===== config.mk =====
export PLATFORM = sky130hd
export DESIGN_NAME = wb_reg_slave
export DESIGN_NICKNAME = d
export VERILOG_FILES = /design/src/wb_ic_pkg.sv /design/src/wb_reg_slave.sv
export SDC_FILE = /design/constraint.sdc
export NUM_CORES = 1
export LEC_CHECK = 0
export BUFFER_PORTS_ARGS = -buffer_cell sky130_fd_sc_hd__buf_4
export CAP_MARGIN = 20
export CORE_ASPECT_RATIO = 1.4
export CORE_MARGIN = 5
export CORE_UTILIZATION = 55
export CTS_CLUSTER_DIAMETER = 40
export DETAILED_ROUTE_END_ITERATION = 6
export PLACE_DENSITY_LB_ADDON = 0.05
export SYNTH_ARGS = -nofsm -noshare
export SYNTH_HDL_FRONTEND = slang
export SYNTH_SLANG_ARGS = --single-unit

===== constraint.sdc =====
create_clock -name wb_clk_i -period 3.05 [get_ports wb_clk_i]
set_clock_uncertainty 0.2 [all_clocks]
set_input_delay 0.915 -clock wb_clk_i [delete_from_list [all_inputs] [get_ports wb_clk_i]]
set_output_delay 0.915 -clock wb_clk_i [all_outputs]
set_load 0.01 [all_outputs]

===== src/wb_ic_pkg.sv =====
`default_nettype none

package wb_ic_pkg;

  // Decode slots and their roles in the subsystem
  localparam int N_SLAVES  = 3;
  localparam int SLOT_W    = $clog2(N_SLAVES);
  localparam int SLOT_REG  = 0;
  localparam int SLOT_MEM  = 1;
  localparam int SLOT_RSVD = 2;

  // Address map, inclusive windows, slot 0 in the lowest entry
  localparam logic [N_SLAVES-1:0][31:0] SLAVE_BASE = {
    32'h0000_2000, 32'h0000_1000, 32'h0000_0000
  };
  localparam logic [N_SLAVES-1:0][31:0] SLAVE_HIGH = {
    32'h0000_2FFF, 32'h0000_1FFF, 32'h0000_00FF
  };

  // Slave silence limit and post-completion drain
  localparam int TIMEOUT_CYCLES = 16;
  localparam int TIMEOUT_W      = $clog2(TIMEOUT_CYCLES + 1);
  localparam int HOLD_CYCLES    = 3;

  localparam logic [31:0] REG_ID_VALUE = 32'h5742_4943;

  typedef struct packed {
    logic        cyc;
    logic        stb;
    logic        we;
    logic [3:0]  sel;
    logic [31:0] adr;
    logic [31:0] dat;
  } wb_req_t;

  typedef struct packed {
    logic        ack;
    logic        err;
    logic [31:0] dat;
  } wb_rsp_t;

  typedef enum logic [1:0] {ARB_IDLE, ARB_WAIT, ARB_HOLD} arb_state_t;

endpackage

`default_nettype wire


===== src/wb_reg_slave.sv =====
`timescale 1ns/100ps
`default_nettype none

module wb_reg_slave (
  input  logic               wb_clk_i,
  input  logic               wb_rst_i,
  input  logic               wbs_cyc_i,
  input  wb_ic_pkg::wb_req_t wbs_req_i,
  output wb_ic_pkg::wb_rsp_t wbs_rsp_o
);
  import wb_ic_pkg::*;

  logic [31:0] regs_q [1:15];
  logic [5:0]  word;
  logic        in_regs;
  logic        hit;
  logic        busy_q;
  logic        ack_q;
  logic        err_q;
  logic [31:0] dat_q;
  logic [31:0] rd_data;

  // Word offset inside the 256-byte window
  assign word    = wbs_req_i.adr[7:2];
  assign in_regs = (word[5:4] == 2'b00);
  // busy_q keeps one response per cycle until cyc falls
  assign hit     = wbs_cyc_i && wbs_req_i.stb && !busy_q;

  always_comb begin
    rd_data = '0;
    if (word == 6'd0) begin
      rd_data = REG_ID_VALUE;
    end else if (in_regs) begin
      rd_data = regs_q[word[3:0]];
    end
  end

  always_ff @(posedge wb_clk_i) begin
    if (hit) dat_q <= rd_data;
    if (wb_rst_i) begin
      ack_q  <= 1'b0;
      err_q  <= 1'b0;
      busy_q <= 1'b0;
      for (int r = 1; r < 16; r++) begin
        regs_q[r] <= '0;
      end
    end else begin
      ack_q <= 1'b0;
      err_q <= 1'b0;
      if (!wbs_cyc_i) busy_q <= 1'b0;
      if (hit) begin
        busy_q <= 1'b1;
        // ID word is read only
        if (wbs_req_i.we && word == 6'd0) begin
          err_q <= 1'b1;
        end else begin
          ack_q <= 1'b1;
        end
        if (wbs_req_i.we && in_regs && word != 6'd0) begin
          for (int b = 0; b < 4; b++) begin
            if (wbs_req_i.sel[b]) regs_q[word[3:0]][8*b +: 8] <= wbs_req_i.dat[8*b +: 8];
          end
        end
      end
    end
  end

  assign wbs_rsp_o = '{ack: ack_q, err: err_q, dat: dat_q};

endmodule

`default_nettype wire


==> reports/metrics.cfg <==
[run_status]
status=completed

[power_and_ir_drop]
internal-power_uw=12800
power_frac_clock=0.430
power.density_mw_per_mm2=585
comb_power_share=0.060
switching_power_uw=3540
leakagePower_uw=0.0107
finalPower_uw=16300
vdd_ir_drop_max_uv=507
seq_power_share=0.510
swShare=0.217

[place]
dpl.hpwl_um=38300
post_dp_cell_area_mm2=0.0260
port_buffers=80
dp.cells=2229
place_congestion=0.802

[sta]
period_minus_slack_ps=2580
period_share=0.847
tightest_slew_ps=620
setup_viol=0
slew_headroom=0.587
hold_viol_final=0
rsz0062_at_grt=no
finalSetupTns_ps=0
whs_ps=358
max_freq_ghz=0.387
report.final.slew_viol_count=0

[clock_tree]
cts_setup_buffers=0
root_buffer=clkbuf_16
htree_levels=2
cts_resized=0
cts_buffer_depth=3
cts_hold_buf=0
insertion_delay_ps=590
numCtsBuffers=56
cts_tree=yes
clkSinkCount=534
clkTransAtPathRegs_ps=60

[finish]
layout_common_cells=531 x edfxtp_1, 483 x and2_1, 182 x buf_4
final_common_cell=edfxtp_1
drive_above_1_share=0.256
nNetsFinal=1809
area_growth_pct=15.4
fill_cells=3217
num_antenna_cells=0
fin_area_mm2=0.0279
final_cells=2328

[setup_path]
path_buf_inv=2
crit_family=simple AND/OR/NAND/NOR gates
endpoint_kind=register
critPathRequiredTime_ps=3120
path_class=input pin to register
cp_cell_sequence=clkbuf_8 -> buf_4 -> nor2b_1 -> nand3_1 -> nor2_1 -> or2_2
cp_slowest_cell=nor2_1
worst_path_largest_cell_delay_ps=350
crit_arrival_ps=2650
cp-start-kind=input pin
cp_max_fo=20

[routing]
dr.pass1.iters=5
drcViolationCount=0
wl_per_cell_um=23.9
drt-total-wl_um=55700
postRouteAntennaNets=0
drtIter0Drc=878
vias_per_cell=5.70
num_vias=13300

[logic_synthesis]
yosysUniqueCellTypes=48
async_flop_share=0
synth_edf_count=531
ys.flop_type=edfxtp_1
synth-seq-area-share=0.663
syn_inst=1566
yosysWarnings=0
avgSynthCellArea_um2=15.4
ys_ff_latch=534
synth_area_mm2=0.0241

[run]
cap_violations=0

[grt]
grt_start_max_net_pins=63
first_global_vias=14200
track_usage=0.232
antenna_found_initial=0
grt_pass1_wl_um=84800
gr-total-overflow=0

[die]
start_util=0.558
die_h_um=258
io_pins=108
num_rows=90
coreArea_mm2=0.0432
die_x_um=187
die-area_mm2=0.0482

[hold_path]
hp-class=register to register

worst paths after layout:
| kind | startpoint | end | slack, ps | cells after the start |
|---|---|---|---|---|
| setup / recovery | wbs_req_i[34] | regs_q[9][8] | 470 | 6 |
| hold / removal | busy_q | err_q | 360 | 1 |
| setup reg to reg | busy_q | regs_q[9][8] | 740 | 5 |
| hold reg to reg | busy_q | err_q | 360 | 1 |
final cells by class:
| class | count | area (µm²) | share of cell area |
|---|---|---|---|
| Sequential cell | 534 | 16000 | 0.575 |
| Inverter | 1 | 3.75 | 0.000135 |
| Multi-Input combinational cell | 951 | 7730 | 0.278 |
| Tap cell | 552 | 691 | 0.0248 |
| Clock buffer | 62 | 1450 | 0.0519 |
| Timing Repair Buffer | 191 | 1530 | 0.0550 |
| Clock inverter | 37 | 444 | 0.0159 |
cells in the mapped netlist (all sizes together) (2+ instances only):
| library cell | number | area [µm²] |
|---|---|---|
| or2 | 61 | 382 |
| nor4 | 2 | 12.5 |
| mux2i | 75 | 751 |
| nand4b | 2 | 17.5 |
| nor2 | 72 | 300 |
| nor2b | 3 | 18.8 |
| and2 | 484 | 3030 |
| mux2 | 5 | 56.3 |
| a32oi | 5 | 43.8 |
| clkbuf | 53 | 200 |
| dfxtp | 3 | 60.1 |
| nand2 | 9 | 33.8 |
| a211oi | 3 | 22.5 |
| a221oi | 11 | 96.3 |
| buf | 45 | 265 |
| edfxtp | 531 | 15900 |
| nand3 | 9 | 45.0 |
| a2bb2oi | 5 | 43.8 |
| a22oi | 9 | 67.6 |
| a21oi | 15 | 75.1 |
| mux4 | 99 | 2230 |
| a21o | 8 | 60.1 |
| nand2b | 3 | 18.8 |
| nand4 | 6 | 37.5 |
| o22ai | 25 | 156 |
| o21ai | 6 | 30.0 |
| nor3b | 2 | 15.0 |
| nor3 | 3 | 20.0 |
cell families after synthesis:
kind of cell / share of synthesized area
AND/OR/NAND/NOR: 0.165
flip-flops: 0.663
multiplexers: 0.126
buffers and inverters: 0.0194
AO/OA/AOI/OAI: 0.0264
other: 0.000155
per-stage QoR:
stage,util,worst slack [ps]
after floorplan,-,94.6
after global placement,0.600,-48.9
after detailed placement,0.600,-89.6
after CTS,0.644,524
after global routing,0.644,422
final,0.644,466
power groups by stage:
| stage | sequential (µW) | combinational [µW] | clock [µW] |
|---|---|---|---|
| after floorplan | 8460 | 594 | 0 |
| after CTS | 8320 | 995 | 7130 |
| final | 8320 | 979 | 7010 |
| after global placement | 8460 | 976 | 0 |
| after detailed placement | 8480 | 994 | 0 |
| after global routing | 8330 | 1050 | 7400 |
routing by layer:
layer / global-route usage / up-vias / routed length [µm]
met2: 0.413 / 328 / 29300
met5: 0 / - / 0
li1: - / 6135 / -
met1: 0.293 / 6714 / 21800
met4: 0.0746 / 0 / 1670
met3: 0.0359 / 97 / 2830
flip-flops by register name, indices dropped and copies added (netlist names):
name / flops
ack_q: 1
busy_q: 1
dat_q: 32
err_q: 1
regs_q: 499
Power figures use the tool's default switching activity.
