==> config.mk <==
export PLATFORM = sky130hd
export DESIGN_NAME = wbs_arbiter
export DESIGN_NICKNAME = d
export VERILOG_FILES = /design/src/wb_ic_pkg.sv /design/src/wb_timeout.sv /design/src/wbs_arbiter.sv
export SDC_FILE = /design/constraint.sdc
export NUM_CORES = 1
export LEC_CHECK = 0
export BUFFER_PORTS_ARGS = -buffer_cell sky130_fd_sc_hd__buf_4
export CAP_MARGIN = 15
export CORE_UTILIZATION = 30
export CTS_CLUSTER_DIAMETER = 50
export CTS_CLUSTER_SIZE = 25
export DETAILED_ROUTE_END_ITERATION = 16
export PLACE_DENSITY = 0.6
export SLEW_MARGIN = 20
export SYNTH_ARGS = -nofsm -noshare
export SYNTH_HDL_FRONTEND = slang
export SYNTH_SLANG_ARGS = --single-unit
==> constraint.sdc <==
create_clock -name wb_clk_i -period 7.5 [get_ports wb_clk_i]
set_clock_uncertainty 0.15 [all_clocks]
set_input_delay 1.5 -clock wb_clk_i [delete_from_list [all_inputs] [get_ports wb_clk_i]]
set_output_delay 1.5 -clock wb_clk_i [all_outputs]
set_load 0.01 [all_outputs]
==> src/wb_ic_pkg.sv <==
`default_nettype none

package wb_ic_pkg;

  // Decode slots and their roles in the subsystem
  localparam int N_SLAVES  = 3;
  localparam int SLOT_W    = $clog2(N_SLAVES);
  localparam int SLOT_REG  = 0;
  localparam int SLOT_MEM  = 1;
  localparam int SLOT_RSVD = 2;

  // Address map, inclusive windows, slot 0 in the lowest entry
  localparam logic [N_SLAVES-1:0][31:0] SLAVE_BASE = {
    32'h0000_2000, 32'h0000_1000, 32'h0000_0000
  };
  localparam logic [N_SLAVES-1:0][31:0] SLAVE_HIGH = {
    32'h0000_2FFF, 32'h0000_1FFF, 32'h0000_00FF
  };

  // Slave silence limit and post-completion drain
  localparam int TIMEOUT_CYCLES = 16;
  localparam int TIMEOUT_W      = $clog2(TIMEOUT_CYCLES + 1);
  localparam int HOLD_CYCLES    = 3;

  localparam logic [31:0] REG_ID_VALUE = 32'h5742_4943;

  typedef struct packed {
    logic        cyc;
    logic        stb;
    logic        we;
    logic [3:0]  sel;
    logic [31:0] adr;
    logic [31:0] dat;
  } wb_req_t;

  typedef struct packed {
    logic        ack;
    logic        err;
    logic [31:0] dat;
  } wb_rsp_t;

  typedef enum logic [1:0] {ARB_IDLE, ARB_WAIT, ARB_HOLD} arb_state_t;

endpackage

`default_nettype wire

==> src/wb_timeout.sv <==
`timescale 1ns/100ps
`default_nettype none

module wb_timeout (
  input  logic wb_clk_i,
  input  logic wb_rst_i,
  input  logic count_en_i,
  output logic expired_o
);
  import wb_ic_pkg::*;

  logic [TIMEOUT_W-1:0] count_q;

  // Saturates at the limit so the flag stays up until the enable drops
  always_ff @(posedge wb_clk_i) begin
    if (wb_rst_i || !count_en_i) begin
      count_q <= '0;
    end else if (count_q != TIMEOUT_W'(TIMEOUT_CYCLES)) begin
      count_q <= count_q + 1'b1;
    end
  end

  assign expired_o = (count_q == TIMEOUT_W'(TIMEOUT_CYCLES));

  // A fresh expiry needs at least one enabled cycle before it
  a_no_expiry_when_idle: assert property (
    @(posedge wb_clk_i) disable iff (wb_rst_i)
    $rose(expired_o) |-> $past(count_en_i)
  );

endmodule

`default_nettype wire

==> src/wbs_arbiter.sv <==
`timescale 1ns/100ps
`default_nettype none

module wbs_arbiter (
  input  logic                              wb_clk_i,
  input  logic                              wb_rst_i,
  input  wb_ic_pkg::wb_req_t                wbm_req_i,
  output wb_ic_pkg::wb_rsp_t                wbm_rsp_o,
  output wb_ic_pkg::wb_req_t                wbs_req_o,
  output logic [wb_ic_pkg::N_SLAVES-1:0]    wbs_cyc_o,
  input  wb_ic_pkg::wb_rsp_t                wbs_rsp_i [wb_ic_pkg::N_SLAVES]
);
  import wb_ic_pkg::*;

  wb_req_t             req1_q;
  wb_req_t             req2_q;
  wb_req_t             req3_q;
  logic [N_SLAVES-1:0] hit_d;
  logic [N_SLAVES-1:0] hit_q;
  logic [SLOT_W-1:0]   slot_enc;
  logic [SLOT_W-1:0]   slot_q;
  logic                match_q;
  logic [31:0]         base_q;
  wb_rsp_t             rsp_r1_q [N_SLAVES];
  wb_rsp_t             rsp_r2_q [N_SLAVES];
  wb_rsp_t             sel_rsp;
  wb_rsp_t             rsp_next;
  arb_state_t          state_q;
  logic [SLOT_W-1:0]   active_q;
  logic [1:0]          hold_cnt_q;
  logic                valid3;
  logic                dispatch;
  logic                wait_done;
  logic                timed_out;

  // Input register, strobes cleared on reset
  always_ff @(posedge wb_clk_i) begin
    req1_q <= wbm_req_i;
    if (wb_rst_i) begin
      req1_q.cyc <= 1'b0;
      req1_q.stb <= 1'b0;
    end
  end

  // Window compare, all slots in parallel
  always_comb begin
    for (int i = 0; i < N_SLAVES; i++) begin
      hit_d[i] = (req1_q.adr >= SLAVE_BASE[i]) && (req1_q.adr <= SLAVE_HIGH[i]);
    end
  end

  // Strobes entering while busy are dropped here
  always_ff @(posedge wb_clk_i) begin
    hit_q      <= hit_d;
    req2_q     <= req1_q;
    req2_q.cyc <= req1_q.cyc && (state_q == ARB_IDLE);
    req2_q.stb <= req1_q.stb && (state_q == ARB_IDLE);
    if (wb_rst_i) begin
      req2_q.cyc <= 1'b0;
      req2_q.stb <= 1'b0;
    end
  end

  always_comb begin
    slot_enc = '0;
    for (int i = 0; i < N_SLAVES; i++) begin
      if (hit_q[i]) slot_enc = SLOT_W'(i);
    end
  end

  // Slot encode and base lookup
  always_ff @(posedge wb_clk_i) begin
    slot_q  <= slot_enc;
    match_q <= |hit_q;
    base_q  <= SLAVE_BASE[slot_enc];
    req3_q  <= req2_q;
    if (wb_rst_i) begin
      req3_q.cyc <= 1'b0;
      req3_q.stb <= 1'b0;
    end
  end

  assign valid3   = req3_q.cyc && req3_q.stb;
  assign dispatch = (state_q == ARB_IDLE) && valid3 && match_q;

  // Two response alignment stages
  always_ff @(posedge wb_clk_i) begin
    for (int i = 0; i < N_SLAVES; i++) begin
      rsp_r1_q[i] <= wbs_rsp_i[i];
      rsp_r2_q[i] <= rsp_r1_q[i];
      if (wb_rst_i) begin
        rsp_r1_q[i].ack <= 1'b0;
        rsp_r1_q[i].err <= 1'b0;
        rsp_r2_q[i].ack <= 1'b0;
        rsp_r2_q[i].err <= 1'b0;
      end
    end
  end

  wb_timeout u_timeout (
    .wb_clk_i   (wb_clk_i),
    .wb_rst_i   (wb_rst_i),
    .count_en_i (state_q == ARB_WAIT),
    .expired_o  (timed_out)
  );

  // Only the active slot is looked at
  assign sel_rsp   = rsp_r2_q[active_q];
  assign wait_done = (state_q == ARB_WAIT) && (sel_rsp.ack || sel_rsp.err || timed_out);

  always_comb begin
    rsp_next     = '0;
    rsp_next.dat = sel_rsp.dat;
    case (state_q)
      ARB_IDLE: rsp_next.err = valid3 && !match_q;
      ARB_WAIT: begin
        rsp_next.ack = sel_rsp.ack;
        rsp_next.err = !sel_rsp.ack && (sel_rsp.err || timed_out);
      end
      default: ;
    endcase
  end

  // Dispatch register and FSM
  always_ff @(posedge wb_clk_i) begin
    if (dispatch) begin
      wbs_req_o.we  <= req3_q.we;
      wbs_req_o.sel <= req3_q.sel;
      wbs_req_o.adr <= req3_q.adr - base_q;
      wbs_req_o.dat <= req3_q.dat;
    end
    if (wb_rst_i) begin
      state_q       <= ARB_IDLE;
      active_q      <= '0;
      hold_cnt_q    <= '0;
      wbs_cyc_o     <= '0;
      wbs_req_o.cyc <= 1'b0;
      wbs_req_o.stb <= 1'b0;
    end else begin
      case (state_q)
        ARB_IDLE: begin
          if (dispatch) begin
            wbs_cyc_o     <= {{(N_SLAVES-1){1'b0}}, 1'b1} << slot_q;
            wbs_req_o.cyc <= 1'b1;
            wbs_req_o.stb <= 1'b1;
            active_q      <= slot_q;
            state_q       <= ARB_WAIT;
          end else if (valid3) begin
            // Decode miss, err goes out with the output register
            hold_cnt_q <= '0;
            state_q    <= ARB_HOLD;
          end
        end
        ARB_WAIT: begin
          if (wait_done) begin
            wbs_cyc_o     <= '0;
            wbs_req_o.cyc <= 1'b0;
            wbs_req_o.stb <= 1'b0;
            hold_cnt_q    <= '0;
            state_q       <= ARB_HOLD;
          end
        end
        ARB_HOLD: begin
          if (hold_cnt_q == 2'(HOLD_CYCLES - 1)) begin
            state_q <= ARB_IDLE;
          end else begin
            hold_cnt_q <= hold_cnt_q + 1'b1;
          end
        end
        default: state_q <= ARB_IDLE;
      endcase
    end
  end

  // Output register
  always_ff @(posedge wb_clk_i) begin
    wbm_rsp_o.dat <= rsp_next.dat;
    if (wb_rst_i) begin
      wbm_rsp_o.ack <= 1'b0;
      wbm_rsp_o.err <= 1'b0;
    end else begin
      wbm_rsp_o.ack <= rsp_next.ack;
      wbm_rsp_o.err <= rsp_next.err;
    end
  end

  a_cyc_onehot0: assert property (
    @(posedge wb_clk_i) disable iff (wb_rst_i) $onehot0(wbs_cyc_o)
  );

  a_ack_err_excl: assert property (
    @(posedge wb_clk_i) disable iff (wb_rst_i) !(wbm_rsp_o.ack && wbm_rsp_o.err)
  );

endmodule

`default_nettype wire
==> results.ini, run 1 <==
[outcome]
outcome=finished, final reports clean

[cells_and_area]
utilization_pct=40.08
drive_gt1_share_pct=31.74
fin_area_um2=17880
num_antenna_cells=0
areaGrowthSynthToFinish_pct=30.88
layout.nets=1344

[setup_path]
r2r_slack_ns=5.06
reg2reg_to=wbs_req_o[29]
r2r-start=state_q[1]
reg2reg_depth=4
worstSetupPathType=register to output port
cp_slowest_cell=edfxtp_1
critPathArrivalTime_ns=1.15
worst-path-buf-inv=1
cp_top_family=flip-flops
cp-start-kind=register
end_kind=output port
cp.required_ns=5.85
cp_max_fo=1
max_stage_delay_ns=0.42
cp_cell_sequence=buf_4

[pwr]
p_leak_nw=7.272
swShare_pct=22.37
vdd_drop_max_mv=0.1889
comb_power_share_pct=2.2
power.internal_w=0.004264
sequentialPowerShare_pct=56.6
clkPwrFrac_pct=41.1
p_switching_w=0.001229
powerDensity_nw_per_um2=307.2

[detailed_routing]
routedWlPerCell_um=13.63
ant_nets=0
drc_errors=0
wl_mm=24.35
drt_iter0_drc=240
vias_per_cell=3.809
vias=6802
drt-pass1-iter-count=4

[sta]
drv_slew=0
slew_headroom_pct=37.77
period_share_pct=37.32
setup_viol=0
hold_viol=0
setup_tns_ns=0
setup_ws_ns=4.701
tightest_slew_ns=0.9334
fmax_mhz=357.3
period_minus_slack_ns=2.799
rsz0062_at_grt=false

[hold_path]
hold_path.class=register to register
min_from=rsp_r1_q[1][21]
hold_end=rsp_r2_q[1][21]
whs_path_depth=0

[clocking]
htree_levels=2
cts_inserted_buffers=40
clk_latency_ns=0.57
clock_tree.buffer_depth=3
cts_tree=done
clkSinkCount=544
cts-root-buf=clkbuf_16
post_cts_resized=0
post_cts_buffers=0
cts_hold_buffers=0
path_clk_slew_ns=0.08

[synth]
synth_xor_area_share_pct=1.667
synthFlopType=dfxtp_1
synth_warnings=0
async_flop_share_pct=0
synth_area_per_cell_um2=15.88
synthesis.nets=1042
synth-seq-area-share_pct=84.78
synth_fa_ha_area_share_pct=0.6411
synthCells=860
synth_simple_gate_area_share_pct=5.899
synth_enable_flop_cells=69
ys_types=58
netlist_area_um2=13660
ys_ff_latch=544
muxShareOfSynthArea_pct=2.839
synth-compound-area-share_pct=2.903
synth_top_family_by_area=simple AND/OR/NAND/NOR gates

[placed_design]
hpwl_mm=17.30
place_congestion=0.7846
dpl-instance-area_um2=16430
io_buffers=282
place_ws_ns=4.931

[die]
core-area_um2=44610
pin_count=283
start_util_pct=30.62
die_h_um=215.4
dieArea_um2=46390
num_rows=77
die_width_um=215.4

[global_route]
grtUsageTotal_pct=10.42
antenna_found_initial=1
grt_max_degree=70
first_global_vias=6811
grt_pass1_wl_mm=37.08
grt-ovfl-total=0

[job]
cap_violations=0

[power by group through the flow]
| stage | sequential, W | clock (W) | combinational, W |
|---|---|---|---|
| finish | 0.00311 | 0.00226 | 0.000124 |
| global route | 0.00312 | 0.00245 | 0.000136 |
| CTS | 0.00311 | 0.00234 | 0.000126 |
| detailed placement | 0.00318 | 0 | 0.000125 |
| global placement | 0.00317 | 0 | 0.000124 |
| floorplan | 0.00317 | 0 | 0.0000310 |
[routing by layer]
layer / global-route usage (%) / part of all wire [%] / routed length [um] / vias to the layer above
met5: 0 / 0 / 0 / -
met4: 5.059 / 3.6 / 873 / 0
met3: 3.453 / 5.8 / 1417 / 52
met2: 18.18 / 51 / 12440 / 152
met1: 11.31 / 39 / 9612 / 3126
li1: - / - / - / 3472
[through the flow]
stage | hold WS, ns | instances | total power [W]
after floorplan | 0.1596 | 860 | 0.003202
after global placement | 0.1596 | 1712 | 0.003298
after detailed placement | 0.1621 | 1712 | 0.003305
after CTS | 0.1565 | 1786 | 0.005577
after global routing | 0.1655 | 1786 | 0.005714
final | 0.1568 | 1786 | 0.005493
[cell usage after synthesis, drive strengths merged, types with 2 or more instances]
| cell type | number | area (um2) |
|---|---|---|
| a211oi | 4 | 35.03 |
| a21oi | 5 | 25.02 |
| and2 | 5 | 31.28 |
| buf | 6 | 38.79 |
| clkbuf | 19 | 71.32 |
| conb | 2 | 7.510 |
| dfxtp | 475 | 9509 |
| edfxtp | 69 | 2072 |
| ha | 7 | 87.58 |
| inv | 15 | 56.30 |
| mux2 | 3 | 37.53 |
| mux2i | 35 | 350.3 |
| nand2 | 38 | 142.6 |
| nand2b | 3 | 18.77 |
| nand3 | 7 | 35.03 |
| nand3b | 2 | 27.53 |
| nand4 | 2 | 12.51 |
| nor2 | 17 | 63.81 |
| nor2b | 20 | 125.1 |
| nor3 | 17 | 90.09 |
| nor4 | 14 | 123.9 |
| nor4b | 2 | 23.77 |
| o21a | 2 | 15.01 |
| o21ai | 40 | 200.2 |
| o32ai | 2 | 17.52 |
| or2 | 3 | 21.28 |
| or3 | 5 | 33.78 |
| xnor2 | 8 | 70.07 |
| xor2 | 18 | 157.7 |
[sequential cells by signal (all words and copies together), names as in the netlist, 3 cells and up, named ones only]
name	count
wbm_rsp_o	34
rsp_r2_q	102
req2_q	71
u_timeout.count_q	5
hit_q	3
rsp_r1_q	102
req3_q	71
req1_q	71
wbs_cyc_o	3
wbs_req_o	70
[layout by cell type, fill, tap and decap left out, drive strengths merged, types with 14 or more instances in the layout]
master and instances:
edfxtp 69, nor3 17, buf 285, nand2 38, mux2i 35, clkbuf 42, nor2 17, nor2b 20
inv 34, o21ai 40, dfxtp 475, nor4 14, xor2 18
[final cells by class]
class | count | area (um2)
flip-flops and latches | 544 | 11580
repair buffers | 285 | 2140
multi-input cells | 276 | 1913
clock inverters | 32 | 416.7
inverters | 15 | 56.30
fillers | 4100 | 26730
well taps | 592 | 740.7
clock buffers | 42 | 1030
[cells by family after synthesis]
logic type               count (synthesis)
adder cells (fa/ha/maj)                  7
AND/OR/NAND/NOR                        140
XOR/XNOR                                26
AO/OA/AOI/OAI                           63
other                                    2
buffers and inverters                   40
multiplexers                            38
flip-flops                             544
[worst max-delay path by stage]
| stage | from | endpoint | slack [ns] | depth (start not counted) |
|---|---|---|---|---|
| after detailed placement | wb_rst_i | hold_cnt_q[0] | 4.93 | 3 |
| after floorplan | state_q[1] | wbs_req_o[0] | 4.47 | 5 |
| final | wbs_req_o[53] | wbs_req_o[53] | 4.70 | 1 |
| after global placement | wb_rst_i | hold_cnt_q[0] | 4.95 | 3 |
| after CTS | wbs_req_o[32] | wbs_req_o[32] | 4.64 | 1 |
| after global routing | wbs_req_o[32] | wbs_req_o[32] | 4.63 | 1 |
(Power assumes the default switching activity.)
==> run 2, diff against run 1 <==
clock period = 2.9 ns   (was 7.5 ns; I/O delays follow)
==> results.ini, run 2 (synthesis gave the netlist of run 1 again) <==
[pwr]
comb_power_share_pct=3.7
total_power_w=0.01411
clkPwrFrac_pct=39.3
power.internal_w=0.01110
p_switching_w=0.003010
p_leak_nw=7.918
vdd_drop_max_mv=0.6206
sequentialPowerShare_pct=57.0
swShare_pct=21.34
powerDensity_nw_per_um2=724.5

[global_route]
antenna_found_initial=0
grt_pass1_wl_mm=41.17
first_global_vias=7777
grt_max_degree=45
grt-ovfl-total=0
grtUsageTotal_pct=11.36

[die]
dieArea_um2=46390
start_util_pct=30.62
num_rows=77
die_width_um=215.4
pin_count=283
die_h_um=215.4
core-area_um2=44610

[cells_and_area]
final-seq-area_um2=11580
mostFrequentLayoutCells=dfxtp_1, buf_4, dlygate4sd3_1
drive_gt1_share_pct=27.53
layout.nets=1508
layout_commonest_cell=dfxtp_1
num_antenna_cells=0
num-fill-cells=3919
multiInputGateArea_um2=1913
areaGrowthSynthToFinish_pct=42.54
reg_top3=rsp_r1_q: 102 flops, rsp_r2_q: 102 flops

[clocking]
cts_tree=done
path_clk_slew_ns=0.08
clock_tree.buffer_depth=3
cts-root-buf=clkbuf_16
post_cts_buffers=0
htree_levels=2
cts_inserted_buffers=38
clk_latency_ns=0.54
post_cts_resized=0
clkSinkCount=544

[setup_path]
r2r_slack_ns=0.47
startpoint=state_q[0]
worstSetupPathType=register to register
crit_path_end=wbs_req_o[28]
critPathArrivalTime_ns=2.55
reg2reg_depth=4
cp.required_ns=3.03
end_kind=register
cp-start-kind=register
reg2reg_to=wbs_req_o[28]
r2r-start=state_q[0]
cp_max_fo=29

[detailed_routing]
vias_per_cell=3.858
drt-pass1-iter-count=4
drt_iter0_drc=246
routedWlPerCell_um=13.73
drc_errors=0
wl_mm=26.74
vias=7511
ant_nets=0

[sta]
fmax_mhz=412.3
period_minus_slack_ns=2.425
setup_ws_ns=0.4748
setup_viol=0
period_share_pct=83.63
drv_slew=0
slew_headroom_pct=51.93
hold_viol=0
rsz0062_at_grt=false
tightest_slew_ns=0.7210
setup_tns_ns=0

[placed_design]
place_congestion=0.7755
io_buffers=282
hpwl_mm=18.17
place_ws_ns=0.4728

[job]
cap_violations=0

[outcome]
outcome=finished, final reports clean

[hold_path]
hold_path.class=input pin to register

-- run 2: cell types whose count changed in the layout (fill, tap and decap cells not counted), sizes merged --
cell / delta
buf: +1
clkbuf: +1
clkinvlp: +2
dlygate4sd3: +165
inv: -8
-- run 2: cell type report --
cell class	instances	share of cell area [%]
Sequential cell	544	59.49
Timing Repair Buffer	451	19.64
Multi-Input combinational cell	276	9.825
Clock buffer	43	5.359
Clock inverter	26	1.581
Tap cell	592	3.804
Inverter	15	0.3084
-- run 2: worst min path at each step --
stage	start	to	slack [ns]	cells after the start
floorplan	req1_q[0]	req2_q[0]	0.16	0
global placement	req2_q[31]	req3_q[31]	0.16	0
detailed placement	req1_q[21]	req2_q[21]	0.16	0
CTS	wbm_req_i[69]	req1_q[69]	0.07	2
global route	wbm_req_i[69]	req1_q[69]	0.06	2
finish	wbm_req_i[69]	req1_q[69]	0.1	2
-- run 2: worst max-delay path: stages, from the launching register on --
cell and delay (ns):
dfxtp_1 0.47, nand4bb_1 0.27, or2_1 0.36, clkinvlp_4 0.54
buf_12 0.36
-- run 2: what timing repair did --
item	4_1_cts	5_1_grt
hold buffers	165	0
endpoints found under the setup margin	0	0
endpoints found under the hold margin	165	0
-- run 2: routing by layer --
layer	wire, um	GRT usage [%]
met5	0	0
met4	945	5.106
met3	1113	2.565
met2	14280	21.02
met1	10400	12.26
-- run 2: per-stage QoR --
stage / hold WS (ns) / std cells / util, % / cell area (um2)
after global placement: 0.1598 / 1713 / 36.92 / 16470
after detailed placement: 0.1621 / 1713 / 36.92 / 16470
final: 0.09836 / 1947 / 43.65 / 19470
after CTS: 0.06838 / 1947 / 43.65 / 19470
after global routing: 0.06454 / 1947 / 43.65 / 19470
after floorplan: 0.1596 / 860 / - / 13660
-- run 2: power groups by stage --
stage               combinational, W  clock, W  sequential (W)
global route                0.000556   0.00603         0.00808
CTS                         0.000515   0.00571         0.00805
global placement            0.000320         0         0.00821
detailed placement          0.000326         0         0.00822
finish                      0.000516   0.00555         0.00804
floorplan                  0.0000801         0         0.00820
==> run 3, diff against run 2 <==
ABC_AREA = 1   (was default)
clock period = 2.3 ns   (was 2.9 ns; I/O delays follow)
==> results.ini, run 3 <==
[pwr]
p_leak_nw=8.537
vdd_drop_max_mv=0.7057
powerDensity_nw_per_um2=932.0

[synth]
synth_area_per_cell_um2=13.44
synth_top_family_by_area=simple AND/OR/NAND/NOR gates
synth_enable_flop_cells=69
synth_simple_gate_area_share_pct=8.266
netlist_area_um2=13790
synth-compound-area-share_pct=3.403
async_flop_share_pct=0
synthCells=1026
synth-seq-area-share_pct=83.99
muxShareOfSynthArea_pct=0
synth.most_common_cell=dfxtp_1
synthFlopType=dfxtp_1
ys_types=31
synth_warnings=0
ys_ff_latch=544
synth_fa_ha_area_share_pct=0.6352
synth.top_cell.area_share_pct=68.96
synthesis.nets=1208
netlist_top_cells_count=dfxtp_1, nand2_1, nor2_1, a21oi_1, edfxtp_1
synth_xor_area_share_pct=1.143
synth_top_cell_by_area=dfxtp_1
synth_area_leaders=dfxtp_1, edfxtp_1, nand2_1, nor2_1, a21oi_1

[sta]
hold_viol=0
setup_viol=0
rsz0062_at_grt=false
drv_slew=0
setup_tns_ns=0
period_minus_slack_ns=2.035
fmax_mhz=491.5
period_share_pct=88.46

[outcome]
outcome=finished, final reports clean

[detailed_routing]
wl_mm=29.11
vias_per_cell=3.942
drt-pass1-iter-count=4
vias=8444
drc_errors=0
routedWlPerCell_um=13.59
ant_nets=0
drt_iter0_drc=248

[setup_path]
cp-start-kind=register
reg2reg_to=wbs_req_o[63]
worstSetupPathType=register to register
end_kind=register
critPathArrivalTime_ns=2.21
cp_max_fo=8
r2r-start=base_q[12]
reg2reg_depth=10
cp.required_ns=2.48
r2r_slack_ns=0.27

[cells_and_area]
stdcell_count=2142
num-fill-cells=4064
reg_top3=rsp_r1_q: 102 flops, rsp_r2_q: 102 flops
layout.nets=1692
mostFrequentLayoutCells=dfxtp_1, buf_4, dlygate4sd3_1
multiInputGateArea_um2=1866
areaGrowthSynthToFinish_pct=44.48
fin_area_um2=19920
drive_gt1_share_pct=24.64
final-seq-area_um2=11580
layout_commonest_cell=dfxtp_1
num_antenna_cells=0

[die]
die_width_um=216.4
num_rows=78
start_util_pct=30.39
dieArea_um2=46830
pin_count=283
die_h_um=216.4
core-area_um2=45380

[global_route]
grtUsageTotal_pct=12.33
grt-ovfl-total=0
grt_max_degree=33
grt_pass1_wl_mm=45.03
first_global_vias=8563
antenna_found_initial=0

[clocking]
htree_levels=2
cts_inserted_buffers=40
path_clk_slew_ns=0.09
clock_tree.buffer_depth=3
post_cts_buffers=0
clkSinkCount=544
clk_latency_ns=0.56
cts_tree=done
cts-root-buf=clkbuf_16

[hold_path]
min_from=wb_rst_i
hold_end=rsp_r1_q[2][33]
whs_path_depth=2
hold_path.class=input pin to register

[placed_design]
hpwl_mm=19.26
dpl-instance-area_um2=16670
dp_cells=1895
io_buffers=282
place_congestion=0.8593

[job]
cap_violations=0

## run 3: critical path, stage by stage (launching register included)
cell,delay [ns]
dfxtp_1,0.33
inv_1,0.08
ha_1,0.33
inv_1,0.11
o21ai_0,0.09
nand2_1,0.07
nand2_1,0.08
nor2_2,0.28
inv_1,0.09
o21ai_0,0.15
nand2_1,0.06
## run 3: metrics by stage
| step | hold WS (ns) | utilization, % | power [W] | setup WS (ns) |
|---|---|---|---|---|
| 2_1_floorplan | 0.1596 | - | 0.01045 | 0.02483 |
| 3_3_place_gp | 0.1597 | 36.74 | 0.01079 | 0.2703 |
| 3_5_place_dp | 0.1621 | 36.74 | 0.01080 | 0.2531 |
| 4_1_cts | 0.05240 | 43.89 | 0.01880 | 0.2279 |
| 5_1_grt | 0.05972 | 43.90 | 0.01932 | 0.01560 |
| 6_report | 0.08342 | 43.90 | 0.01857 | 0.2653 |
## run 3: cells by family after synthesis
| logic type | count (synthesis) |
|---|---|
| XOR/XNOR | 18 |
| AND/OR/NAND/NOR | 276 |
| flip-flops | 544 |
| adder cells (fa/ha/maj) | 7 |
| buffers and inverters | 88 |
| AO/OA/AOI/OAI | 91 |
| other | 2 |
## run 3: final cells by class
type	count	area share, %
clock buffers	46	5.508
clock inverters	28	2.085
inverters	64	1.225
multi-input cells	394	9.364
flip-flops and latches	544	58.13
well taps	600	3.768
repair buffers	466	19.92
## run 3: how the worst max path moves through the flow
| stage | cells past startpoint | end | from | slack, ns |
|---|---|---|---|---|
| floorplan | 5 | register | state_q[0] | 0.02 |
| global placement | 10 | wbs_req_o[58] | base_q[13] | 0.27 |
| detailed placement | 10 | wbs_req_o[63] | base_q[12] | 0.25 |
| CTS | 10 | wbs_req_o[58] | base_q[13] | 0.23 |
| global route | 10 | wbs_req_o[63] | base_q[12] | 0.02 |
| finish | 10 | wbs_req_o[63] | base_q[12] | 0.27 |
## run 3: repair_timing
action | in CTS | in global routing
hold endpoints to repair | 173 | 0
hold buffers | 173 | 0
setup endpoints to repair | 0 | 1
resized for setup | 0 | 1
## run 3: layer usage
layer / wire length, um / up-vias / global-route usage, %
li1: - / 4242 / -
met1: 11760 / 3944 / 14.16
met2: 14850 / 205 / 21.54
met5: 0 / - / 0
met4: 967 / 0 / 5.164
met3: 1535 / 53 / 3.326
## run 3: power breakdown
group	total (W)	leakage (nW)	internal, W	switching, W
sequential	0.0101	4.61	0.0100	0.000126
combinational	0.000686	3.19	0.000466	0.000220
clock	0.00774	0.736	0.00391	0.00383
